===== config.mk =====
export PLATFORM = sky130hd
export DESIGN_NAME = cpu_top
export DESIGN_NICKNAME = d
export VERILOG_FILES = /design/src/logic/cpu_pkg.sv /design/src/logic/word_mem.sv /design/src/logic/fetcher.sv /design/src/logic/executor.sv /design/src/logic/tx_fifo.sv /design/src/logic/uart_tx.sv /design/src/logic/cpu_top.sv
export SDC_FILE = /design/constraint.sdc
export NUM_CORES = 2
export LEC_CHECK = 0
export ABC_CLOCK_PERIOD_IN_PS = 8700
export BUFFER_PORTS_ARGS = -buffer_cell sky130_fd_sc_hd__buf_2
export CORE_AREA = 2 2 332 334
export DETAILED_ROUTE_END_ITERATION = 10
export DIE_AREA = 0 0 334 336
export PLACE_DENSITY = 0.71
export SYNTH_ARGS = -nofsm -noshare
export SYNTH_HDL_FRONTEND = slang
export SYNTH_SLANG_ARGS = --single-unit
export TNS_END_PERCENT = 20

===== constraint.sdc =====
create_clock -name clk -period 8.7 [get_ports clk]
set_clock_uncertainty 0.2 [all_clocks]
set_input_delay 0.87 -clock clk [delete_from_list [all_inputs] [get_ports clk]]
set_output_delay 0.87 -clock clk [all_outputs]
set_load 0.02 [all_outputs]

===== src/program.hex =====
// one 16-bit hex word per entry, @ lines give the word address
// instructions take two words: opcode and register, then the operand
@00
0000 0000 0000 0000 0000 0000 0000 0000
0000 0000 0000 0000 0000 0000 0000 0000
@10
0401 0048  // num2reg r1 = "H"
0501 0000  // out r1
0402 0069  // num2reg r2 = "i"
0302 0005  // reg2ram r2 -> word 5
0203 0005  // ram2reg r3 <- word 5
0503 0000  // out r3
0F00 0000  // unknown opcode, sends "?"
0100 0024  // jmp 36
0401 005A  // num2reg r1 = "Z", skipped
0501 0000  // out r1, skipped
0501 0000  // out r1, sends "H"
0403 0041  // num2reg r3 = "A"
0404 0042  // num2reg r4 = "B"
0405 0043  // num2reg r5 = "C"
0406 0044  // num2reg r6 = "D"
0407 0045  // num2reg r7 = "E"
0503 0000  // out r3
0504 0000  // out r4
0505 0000  // out r5
0506 0000  // out r6
0507 0000  // out r7
0100 003A  // jmp 58, spin here
0000 0000 0000 0000

===== src/logic/cpu_pkg.sv =====
package cpu_pkg;

  typedef logic [15:0] word_t;    // memory and register word
  typedef logic [5:0]  addr_t;    // word address, 64 words
  typedef logic [2:0]  reg_sel_t; // register number

  localparam int mem_words = 64;
  localparam int num_regs  = 8;

  // opcodes live in the high byte of the first instruction word
  typedef enum logic [7:0] {
    op_jmp     = 8'd1,
    op_ram2reg = 8'd2,
    op_reg2ram = 8'd3,
    op_num2reg = 8'd4,
    op_out     = 8'd5
  } opcode_t;

  typedef struct packed {
    logic [7:0] opcode;     // raw byte, may hold an unknown code
    logic [7:0] reg_field;
    word_t      operand;    // second word
  } instr_t;

  typedef struct packed {
    instr_t instr;
    addr_t  pc;             // address of the first word
  } fetch_pkt_t;

  typedef struct packed {
    logic  we;
    addr_t addr;
    word_t wdata;
  } mem_req_t;

  localparam addr_t      program_start = 6'd16; // words 0..15 hold data
  localparam logic [7:0] error_byte    = 8'h3F; // "?"

endpackage


===== src/logic/word_mem.sv =====
`timescale 1ns/1ps

module word_mem (
  input  logic              clk,
  input  cpu_pkg::addr_t    fetch_addr,
  output cpu_pkg::word_t    fetch_data,
  input  cpu_pkg::mem_req_t mem_req,
  output cpu_pkg::word_t    mem_rdata
);

  cpu_pkg::word_t mem [cpu_pkg::mem_words];

  // data area and program come from the same image
  initial begin
    $readmemh("/design/src/program.hex", mem);
  end

  // fetch port, read only
  always_ff @(posedge clk) begin
    fetch_data <= mem[fetch_addr];
  end

  // executor port, read returns the old word on a write cycle
  always_ff @(posedge clk) begin
    if (mem_req.we) begin
      mem[mem_req.addr] <= mem_req.wdata;
    end
    mem_rdata <= mem[mem_req.addr];
  end

endmodule


===== src/logic/fetcher.sv =====
`timescale 1ns/1ps

module fetcher (
  input  logic                clk,
  input  logic                exec,
  output cpu_pkg::addr_t      fetch_addr,
  input  cpu_pkg::word_t      fetch_data,
  output cpu_pkg::fetch_pkt_t fetch_pkt,
  output logic                fetch_valid,
  input  logic                fetch_ready,
  input  logic                redirect,
  input  cpu_pkg::addr_t      redirect_pc
);

  typedef enum logic [1:0] {
    st_addr0, // first word address on the bus
    st_addr1, // second word address, first word arriving
    st_data1, // second word arriving
    st_park   // both words kept, waiting for the holding register
  } fstate_t;

  fstate_t             state;
  cpu_pkg::addr_t      pc;
  cpu_pkg::addr_t      ipc;
  cpu_pkg::word_t      word0;
  cpu_pkg::word_t      word1;
  cpu_pkg::word_t      second;
  cpu_pkg::fetch_pkt_t hold;
  logic                hold_valid;
  logic                slot_free;
  logic                load_hold;

  assign fetch_addr  = pc;
  assign fetch_pkt   = hold;
  assign fetch_valid = hold_valid;

  assign slot_free = !hold_valid || fetch_ready; // empty, or handed over this edge
  assign second    = (state == st_park) ? word1 : fetch_data;
  assign load_hold = (state == st_data1 || state == st_park) && slot_free && !redirect;

  always_ff @(posedge clk or posedge exec) begin
    if (exec) begin
      state      <= st_addr0;
      pc         <= cpu_pkg::program_start;
      hold_valid <= 1'b0;
    end else if (redirect) begin
      // jump taken, drop the held and the half fetched instruction
      state      <= st_addr0;
      pc         <= redirect_pc;
      hold_valid <= 1'b0;
    end else begin
      if (load_hold) begin
        hold_valid <= 1'b1;
      end else if (fetch_ready) begin
        hold_valid <= 1'b0;
      end
      case (state)
        st_addr0: begin
          pc    <= pc + 6'd1;
          state <= st_addr1;
        end
        st_addr1: begin
          pc    <= pc + 6'd1;
          state <= st_data1;
        end
        st_data1: state <= slot_free ? st_addr0 : st_park;
        st_park:  if (slot_free) state <= st_addr0;
        default:  state <= st_addr0;
      endcase
    end
  end

  always_ff @(posedge clk) begin
    if (state == st_addr0) ipc <= pc;
    if (state == st_addr1) word0 <= fetch_data;
    if (state == st_data1) word1 <= fetch_data;  // kept in case we park
    if (load_hold) begin
      hold.instr <= {word0, second};
      hold.pc    <= ipc;
    end
  end

endmodule


===== src/logic/executor.sv =====
`timescale 1ns/1ps

module executor (
  input  logic                clk,
  input  logic                exec,
  input  cpu_pkg::fetch_pkt_t fetch_pkt,
  input  logic                fetch_valid,
  output logic                fetch_ready,
  output logic                redirect,
  output cpu_pkg::addr_t      redirect_pc,
  output cpu_pkg::mem_req_t   mem_req,
  input  cpu_pkg::word_t      mem_rdata,
  output logic [7:0]          out_byte,
  output logic                out_valid,
  input  logic                out_ready
);

  cpu_pkg::word_t    regs [cpu_pkg::num_regs];
  cpu_pkg::instr_t   cur;        // instruction in progress
  cpu_pkg::opcode_t  op;
  cpu_pkg::reg_sel_t rsel;
  cpu_pkg::addr_t    op_addr;
  logic              busy;
  logic              load_wait;  // second cycle of ram2reg
  logic              accept;
  logic              is_send;

  assign op      = cpu_pkg::opcode_t'(cur.opcode);
  assign rsel    = cur.reg_field[2:0];
  assign op_addr = cur.operand[5:0];
  assign accept  = fetch_valid && fetch_ready;

  assign fetch_ready = !busy;

  // out and every unknown opcode go to the FIFO
  assign is_send = !(op == cpu_pkg::op_jmp     || op == cpu_pkg::op_ram2reg ||
                     op == cpu_pkg::op_reg2ram || op == cpu_pkg::op_num2reg);

  assign redirect    = busy && op == cpu_pkg::op_jmp;
  assign redirect_pc = op_addr;

  assign mem_req.we    = busy && op == cpu_pkg::op_reg2ram;
  assign mem_req.addr  = op_addr;
  assign mem_req.wdata = regs[rsel];

  assign out_valid = busy && is_send;
  assign out_byte  = (op == cpu_pkg::op_out) ? regs[rsel][7:0] : cpu_pkg::error_byte;

  always_ff @(posedge clk or posedge exec) begin
    if (exec) begin
      busy      <= 1'b0;
      load_wait <= 1'b0;
      regs      <= '{default: '0};
    end else if (!busy) begin
      if (accept) busy <= 1'b1;
    end else begin
      case (op)
        cpu_pkg::op_num2reg: begin
          regs[rsel] <= cur.operand;
          busy       <= 1'b0;
        end
        cpu_pkg::op_reg2ram, cpu_pkg::op_jmp: begin
          busy <= 1'b0;  // write or redirect happens this cycle
        end
        cpu_pkg::op_ram2reg: begin
          if (load_wait) begin
            regs[rsel] <= mem_rdata;
            load_wait  <= 1'b0;
            busy       <= 1'b0;
          end else begin
            load_wait <= 1'b1;  // read data comes next cycle
          end
        end
        default: begin
          if (out_ready) busy <= 1'b0;  // stalls while the FIFO is full
        end
      endcase
    end
  end

  always_ff @(posedge clk) begin
    if (accept) cur <= fetch_pkt.instr;
  end

endmodule


===== src/logic/tx_fifo.sv =====
`timescale 1ns/1ps

module tx_fifo #(
  parameter int depth = 16
) (
  input  logic       clk,
  input  logic       exec,
  input  logic [7:0] out_byte,
  input  logic       out_valid,
  output logic       out_ready,
  output logic [7:0] tx_byte,
  output logic       tx_valid,
  input  logic       tx_ready
);

  localparam int aw = $clog2(depth);
  localparam bit [aw:0]   full_cnt = (aw + 1)'(depth);
  localparam bit [aw-1:0] last_ptr = aw'(depth - 1);

  logic [7:0]    fifo_mem [depth];
  logic [aw-1:0] wr_ptr;
  logic [aw-1:0] rd_ptr;
  logic [aw:0]   count;
  logic          push;
  logic          pop;

  assign out_ready = count != full_cnt;
  assign tx_valid  = count != '0;
  assign tx_byte   = fifo_mem[rd_ptr];
  assign push      = out_valid && out_ready;
  assign pop       = tx_valid && tx_ready;

  always_ff @(posedge clk or posedge exec) begin
    if (exec) begin
      wr_ptr <= '0;
      rd_ptr <= '0;
      count  <= '0;
    end else begin
      if (push) wr_ptr <= (wr_ptr == last_ptr) ? '0 : wr_ptr + 1'b1;
      if (pop)  rd_ptr <= (rd_ptr == last_ptr) ? '0 : rd_ptr + 1'b1;
      if (push && !pop)      count <= count + 1'b1;
      else if (pop && !push) count <= count - 1'b1;
    end
  end

  always_ff @(posedge clk) begin
    if (push) fifo_mem[wr_ptr] <= out_byte;
  end

endmodule


===== src/logic/uart_tx.sv =====
`timescale 1ns/1ps

// 8N1, LSB first, line idles high
module uart_tx #(
  parameter int clk_per_bit = 868
) (
  input  logic       clk,
  input  logic       exec,
  input  logic [7:0] tx_byte,
  input  logic       tx_valid,
  output logic       tx_ready,
  output logic       tx
);

  localparam int cw = $clog2(clk_per_bit);
  localparam bit [cw-1:0] last_cnt = cw'(clk_per_bit - 1);

  typedef enum logic [1:0] {
    st_idle,
    st_start,
    st_data,
    st_stop
  } ustate_t;

  ustate_t       state;
  logic [cw-1:0] cnt;      // cycles into the current bit
  logic [2:0]    bit_idx;
  logic [7:0]    data_q;
  logic          bit_end;

  assign bit_end  = cnt == last_cnt;
  assign tx_ready = state == st_idle;

  always_ff @(posedge clk or posedge exec) begin
    if (exec) begin
      state   <= st_idle;
      cnt     <= '0;
      bit_idx <= '0;
      tx      <= 1'b1;
    end else begin
      cnt <= bit_end ? '0 : cnt + 1'b1;
      case (state)
        st_idle: begin
          cnt <= '0;
          if (tx_valid) begin
            state <= st_start;
            tx    <= 1'b0;  // start bit
          end
        end
        st_start: if (bit_end) begin
          state   <= st_data;
          bit_idx <= '0;
          tx      <= data_q[0];
        end
        st_data: if (bit_end) begin
          if (bit_idx == 3'd7) begin
            state <= st_stop;
            tx    <= 1'b1;
          end else begin
            bit_idx <= bit_idx + 3'd1;
            tx      <= data_q[bit_idx + 3'd1];
          end
        end
        st_stop: if (bit_end) state <= st_idle;
        default: state <= st_idle;
      endcase
    end
  end

  always_ff @(posedge clk) begin
    if (state == st_idle && tx_valid) data_q <= tx_byte;
  end

endmodule


===== src/logic/cpu_top.sv =====
`timescale 1ns/1ps

module cpu_top #(
  parameter int clk_per_bit = 868,  // 100 MHz at 115200 baud
  parameter int fifo_depth  = 16
) (
  input  logic clk,
  input  logic exec,
  output logic tx
);

  cpu_pkg::addr_t      fetch_addr;
  cpu_pkg::word_t      fetch_data;
  cpu_pkg::mem_req_t   mem_req;
  cpu_pkg::word_t      mem_rdata;
  cpu_pkg::fetch_pkt_t fetch_pkt;
  logic                fetch_valid;
  logic                fetch_ready;
  logic                redirect;
  cpu_pkg::addr_t      redirect_pc;
  logic [7:0]          out_byte;
  logic                out_valid;
  logic                out_ready;
  logic [7:0]          tx_byte;
  logic                tx_valid;
  logic                tx_ready;

  word_mem u_mem (
    .clk        (clk),
    .fetch_addr (fetch_addr),
    .fetch_data (fetch_data),
    .mem_req    (mem_req),
    .mem_rdata  (mem_rdata)
  );

  fetcher u_fetch (
    .clk         (clk),
    .exec        (exec),
    .fetch_addr  (fetch_addr),
    .fetch_data  (fetch_data),
    .fetch_pkt   (fetch_pkt),
    .fetch_valid (fetch_valid),
    .fetch_ready (fetch_ready),
    .redirect    (redirect),
    .redirect_pc (redirect_pc)
  );

  executor u_exec (
    .clk         (clk),
    .exec        (exec),
    .fetch_pkt   (fetch_pkt),
    .fetch_valid (fetch_valid),
    .fetch_ready (fetch_ready),
    .redirect    (redirect),
    .redirect_pc (redirect_pc),
    .mem_req     (mem_req),
    .mem_rdata   (mem_rdata),
    .out_byte    (out_byte),
    .out_valid   (out_valid),
    .out_ready   (out_ready)
  );

  tx_fifo #(.depth(fifo_depth)) u_fifo (
    .clk       (clk),
    .exec      (exec),
    .out_byte  (out_byte),
    .out_valid (out_valid),
    .out_ready (out_ready),
    .tx_byte   (tx_byte),
    .tx_valid  (tx_valid),
    .tx_ready  (tx_ready)
  );

  uart_tx #(.clk_per_bit(clk_per_bit)) u_tx (
    .clk      (clk),
    .exec     (exec),
    .tx_byte  (tx_byte),
    .tx_valid (tx_valid),
    .tx_ready (tx_ready),
    .tx       (tx)
  );

endmodule


# After elaboration in Yosys (flattened, before gate mapping)
# Memory sizes are Yosys's and may differ from the RTL's. A register that Yosys moved wholly into a read port is not among the register bits.
# Cells that the tools add are included.
# word_totals
mem_count	2
reg_bits	254
out_inout_bits	1
mem_bits_rw	1152
wordCells	155
input_bits	2
# memory_table
memory	words	word_bits	read_ports	rd_clocked_by_memory_dff	write_ports	line	source
u_mem.mem	64	16	2	2	1	word_mem.sv:11	cpu_pkg::word_t mem [cpu_pkg::mem_words];
u_fifo.fifo_mem	16	8	1	1	1	tx_fifo.sv:20	logic [7:0] fifo_mem [depth];
# op_classes
eq_ne	25
n_mux	52
bitwise	1
addsub	7
reduce_logical	37
magnitude_cmp	3
# ops
op	count
$bwmux 128	2
$pmux 128 s2	1
$mux 128	1
$mux 16	4
$bmux 16 s3	1
$demux 16 s3	1
$mux 10	2
$eq 8x2->1 const B	2
$eq 8x3->1 const B	2
$mux 1	16
$mux 2	8
$pmux 2 s4	2
$mux 6	2
$ne 2x1->1 const B	6
$logic_and 1x1->1	11
$add 10x1->10 const B	1
$eq 10x10->1 const B	1
$mux 5	2
$mux 3	3
$add 4x1->4 const B	2
$eq 2x2->1 const B	4
$eq 4x4->1 const B	2
$eq 8x1->1 const B	1
$mux 4	2
31 further kinds	46

# Longest topological paths before layout
# logic_depth
depth_word	11
mapped_depth	12
ltp_nobuf	11

# Hierarchy
# A second synthesis with hierarchy kept.
# hier_totals
hier_cells	4044
area_unflattened_um2	65525.3
# by_module_without_submodules
mod	n_inst	cells_each	area_each_um2
word_mem	1	2817	48382.7
executor	1	640	7160.6
tx_fifo	1	334	5834.3
fetcher	1	144	2939.1
uart_tx	1	109	1208.7

# Least setup slack after synthesis
# No wires, ideal clock.
# synth_timing
path_type	reg2reg
from	register u_exec.cur[16] (netlist name)
to	memory u_mem.mem[0][14] (netlist name), data pin
required_time_ps	7933
path_slack_ps	4525
synth_period_minus_slack_ps	4175
t_arrival_ps	3408
stages_incl_launch_ff	7
n_path_buf	4
path_cell_list	edfxtp_1 -> buf_2 -> buf_1 -> buf_1 -> clkbuf_1 -> a22oi_1 -> o221ai_1
# synth_rtl
element	line	source
start: declaration	executor.sv:19	cpu_pkg::instr_t cur;
start signal: assignment	executor.sv:82	if (accept) cur <= fetch_pkt.instr;
end: declaration	word_mem.sv:11	

==> flow_summary.toml <==
[outcome]
run_status = "finished, violations left"
violations = "max-capacitance violations, max-slew violations"

[die]
die_area_um2 = 112000
num_rows = 121
start_util_pct = 59.7
dieWidth_um = 334
die_h_um = 336
core_area_um2 = 108000
ios = 3

[worst_setup_path]
path_class = "flip-flop to flip-flop"
reg2reg_to = "u_mem.mem_rdata[0]"
critPathLaunchType = "flip-flop"
cp_top_family = "compound AO/OA/AOI/OAI gates"
rr_worst_depth = 8
required_ns = 9.02
worst-path-max-fanout = 91
crit_arrival_ns = 5.25
rrSetupSlack_ns = 3.78
end_kind = "flip-flop"
cpPeakStageDelay_ns = 0.96
crit_buf_inv = 2
path_cells = "buf_12 -> buf_4 -> mux4_2 -> nor3b_1 -> a31oi_1 -> o21ai_1 -> a2111oi_2 -> nand4_1"
reg2reg_from = "u_exec.mem_req[16]"
critical_path.slowest_cell = "a2111oi_2"

[clock_network]
cts_tree = "done"
holdBufCountCts = 0
cts_buffers = 149
cts.clk_slew.worst_paths_ns = 0.06
clockRootBuffer = "clkbuf_16"
clock_sinks = 1441
clkLatencyLatePin_ns = 0.78
ctsResizeCount = 0
htreeDepth = 4
clockBufferDepth = 3
post_cts_buffers = 0

[sta]
setup_tns_ns = 0
drv_slew = 2
finalSetupViolCount = 0
slew_headroom_pct = -4.95
grt_setup_unrepaired = "false"
period_minus_slack_ns = 4.92
min_period_over_period_pct = 56.6
fmax_mhz = 203
finalHoldViolCount = 0
worstMarginPinSlew_ns = 1.56

[synthesis]
ys_seq_elements = 1441
syn_nets = 4115
yosysTopAreaCell = "edfxtp_1"
ys_seq_area_share_pct = 65.0
ys.flop_type = "edfxtp_1"
synthArstFlopShare_pct = 11.7
ys_warn_count = 0
synth_cell_type_count = 74
synthesis.area_um2 = 64800
synth_area_leaders = "edfxtp_1 58%, mux4_2 11%, dfrtp_1 6.4%"
yosys.area.top_type_share_pct = 57.6
syn_inst = 4093
avgSynthCellArea_um2 = 15.8
synth-edff-count = 1241

[drt]
wl_per_cell_um = 36.1
vias_per_cell = 7.42
drcViolationCount = 0
dr.pass1.iters = 8
drt.antenna.violating_nets = 0
drt-initial-drc-count = 7510
num_vias = 41500
routed_wl_um = 202000

[power_and_ir_drop]
switching_share_pct = 19.6
pwr-share-seq_pct = 54.1
intPower_w = 0.0110
ir_drop_mv = 0.184
p_sw_w = 0.00268
power.leakage_nw = 21.0
p_comb_share_pct = 0.1
clockPowerShare_pct = 45.8
power_density_nw_per_um2 = 192

[placement]
placed_area_um2 = 66400
port_buffers = 2
dp_hpwl_um = 124000
place.gp.congestion = 0.981

[global_route]
grt-ovfl-total = 0
grt_usage_pct = 36.2
antenna_found_initial = 13
grt_pass1_wl_um = 288000
grt_max_degree = 140
first_global_vias = 39600

[cells_and_area]
drive_gt1_share_pct = 21.6
nets = 4077
fin_area_um2 = 71200
fill_cells = 7405
area.growth.synth_to_final_pct = 9.97

[hold_path]
hold_class = "primary input to asynchronous set/reset pin"

[run]
max-cap-violations = 1
layer usage:
metal  vias to the layer above  GRT usage (%)  share of wire [%]
met4                        18           20.2                6.8
met2                      3404           52.6                 44
met3                       664           12.2                 15
met1                     20900           48.2                 35
met5                         -              0              0.068
li1                      16500              -                  -
synth_stat cells (55+ instances only):
| cell type | instances |
|---|---|
| a221oi_1 | 125 |
| dfrtp_1 | 166 |
| a21oi_1 | 153 |
| buf_2 | 113 |
| o21ai_0 | 227 |
| edfxtp_1 | 1241 |
| mux2_2 | 131 |
| nor2_1 | 191 |
| clkbuf_1 | 131 |
| nand2_1 | 221 |
| a22oi_1 | 110 |
| mux2i_1 | 276 |
| a211oi_1 | 55 |
| mux4_2 | 319 |
cells in the final DEF, fill, tap and decap left out, types with 131 or more instances in the layout:
cell       instances
clkbuf_16        152
mux4_2           319
mux2_2           131
dfrtp_1          161
edfxtp_1        1241
nand2_1          221
mux2i_1          276
a21oi_1          153
o21ai_0          225
nor2_1           141
final cells by class:
class                           instances  area (um2)  area share, %
Sequential cell                      1441       42100           59.2
Multi-Input combinational cell       2286       21300           29.9
Clock buffer                          197        4080           5.73
Tap cell                             1414        1770           2.48
Timing Repair Buffer                  126        1030           1.44
Clock inverter                         72         673          0.945
Inverter                               51         196          0.276
Antenna cell                            2        5.00        0.00703
through the flow:
| stage | std cells | utilization, % | setup WS, ns | power, W | hold slack [ns] |
|---|---|---|---|---|---|
| 2_1_floorplan | 4093 | - | 3.09 | 0.00756 | 0.200 |
| 3_3_place_gp | 5317 | 61.3 | 4.13 | 0.00756 | 0.201 |
| 3_5_place_dp | 5318 | 61.3 | 4.11 | 0.00756 | 0.205 |
| 4_1_cts | 5587 | 65.7 | 4.06 | 0.0137 | 0.0748 |
| 5_1_grt | 5587 | 65.7 | 3.83 | 0.0140 | 0.120 |
| 6_report | 5589 | 65.7 | 3.78 | 0.0137 | 0.0544 |
worst max-delay path by stage:
stage	to	cells past startpoint	from
6_report	u_mem.mem_rdata[0]	8	u_exec.mem_req[16]
3_5_place_dp	u_mem.mem_rdata[0]	8	u_exec.mem_req[16]
4_1_cts	u_mem.fetch_data[4]	6	u_fetch.fetch_addr[0]
5_1_grt	u_mem.mem_rdata[0]	8	u_exec.mem_req[16]
3_3_place_gp	u_mem.fetch_data[4]	6	u_fetch.fetch_addr[0]
2_1_floorplan	u_exec.busy	1	exec
kinds of logic (layout without fill, tap and decap cells):
kind of cell	count (synthesis)	after routing	synth area share, %
multiplexers	733	733	17.8
other	0	2	0
buffers and inverters	366	446	2.71
AND/OR/NAND/NOR	616	616	4.39
AO/OA/AOI/OAI	896	896	9.39
adder cells (fa/ha/maj)	20	20	0.398
XOR/XNOR	21	21	0.284
flip-flops	1441	1441	65.0
worst register-to-register path, cell delays in order (launching register included):
cell	delay, ns
edfxtp_1	0.40
buf_12	0.48
buf_4	0.86
mux4_2	0.62
nor3b_1	0.15
a31oi_1	0.43
o21ai_1	0.15
a2111oi_2	0.96
nand4_1	0.43
power by group through the flow:
stage	clock network, W	registers (W)	logic, W
5_1_grt	0.00656	0.00740	0.0000192
3_3_place_gp	0	0.00755	0.0000170
2_1_floorplan	0	0.00755	0.0000113
3_5_place_dp	0	0.00755	0.0000173
6_report	0.00626	0.00740	0.0000161
4_1_cts	0.00629	0.00740	0.0000174
sequential cells by signal, summed over array words and instances, names as in the netlist, 8 cells and up:
register and cells:
u_exec.op 8, u_mem.mem 1024, u_mem.fetch_data 16, u_mem.mem_rdata 16, u_tx.data_q 8, u_fetch.fetch_pkt 27
u_fetch.word1 16, u_fetch.word0 11, u_exec.cur 13, u_exec.regs 128, u_fifo.fifo_mem 128, u_tx.cnt 10
No activity file was read; power rests on OpenSTA's default activity.
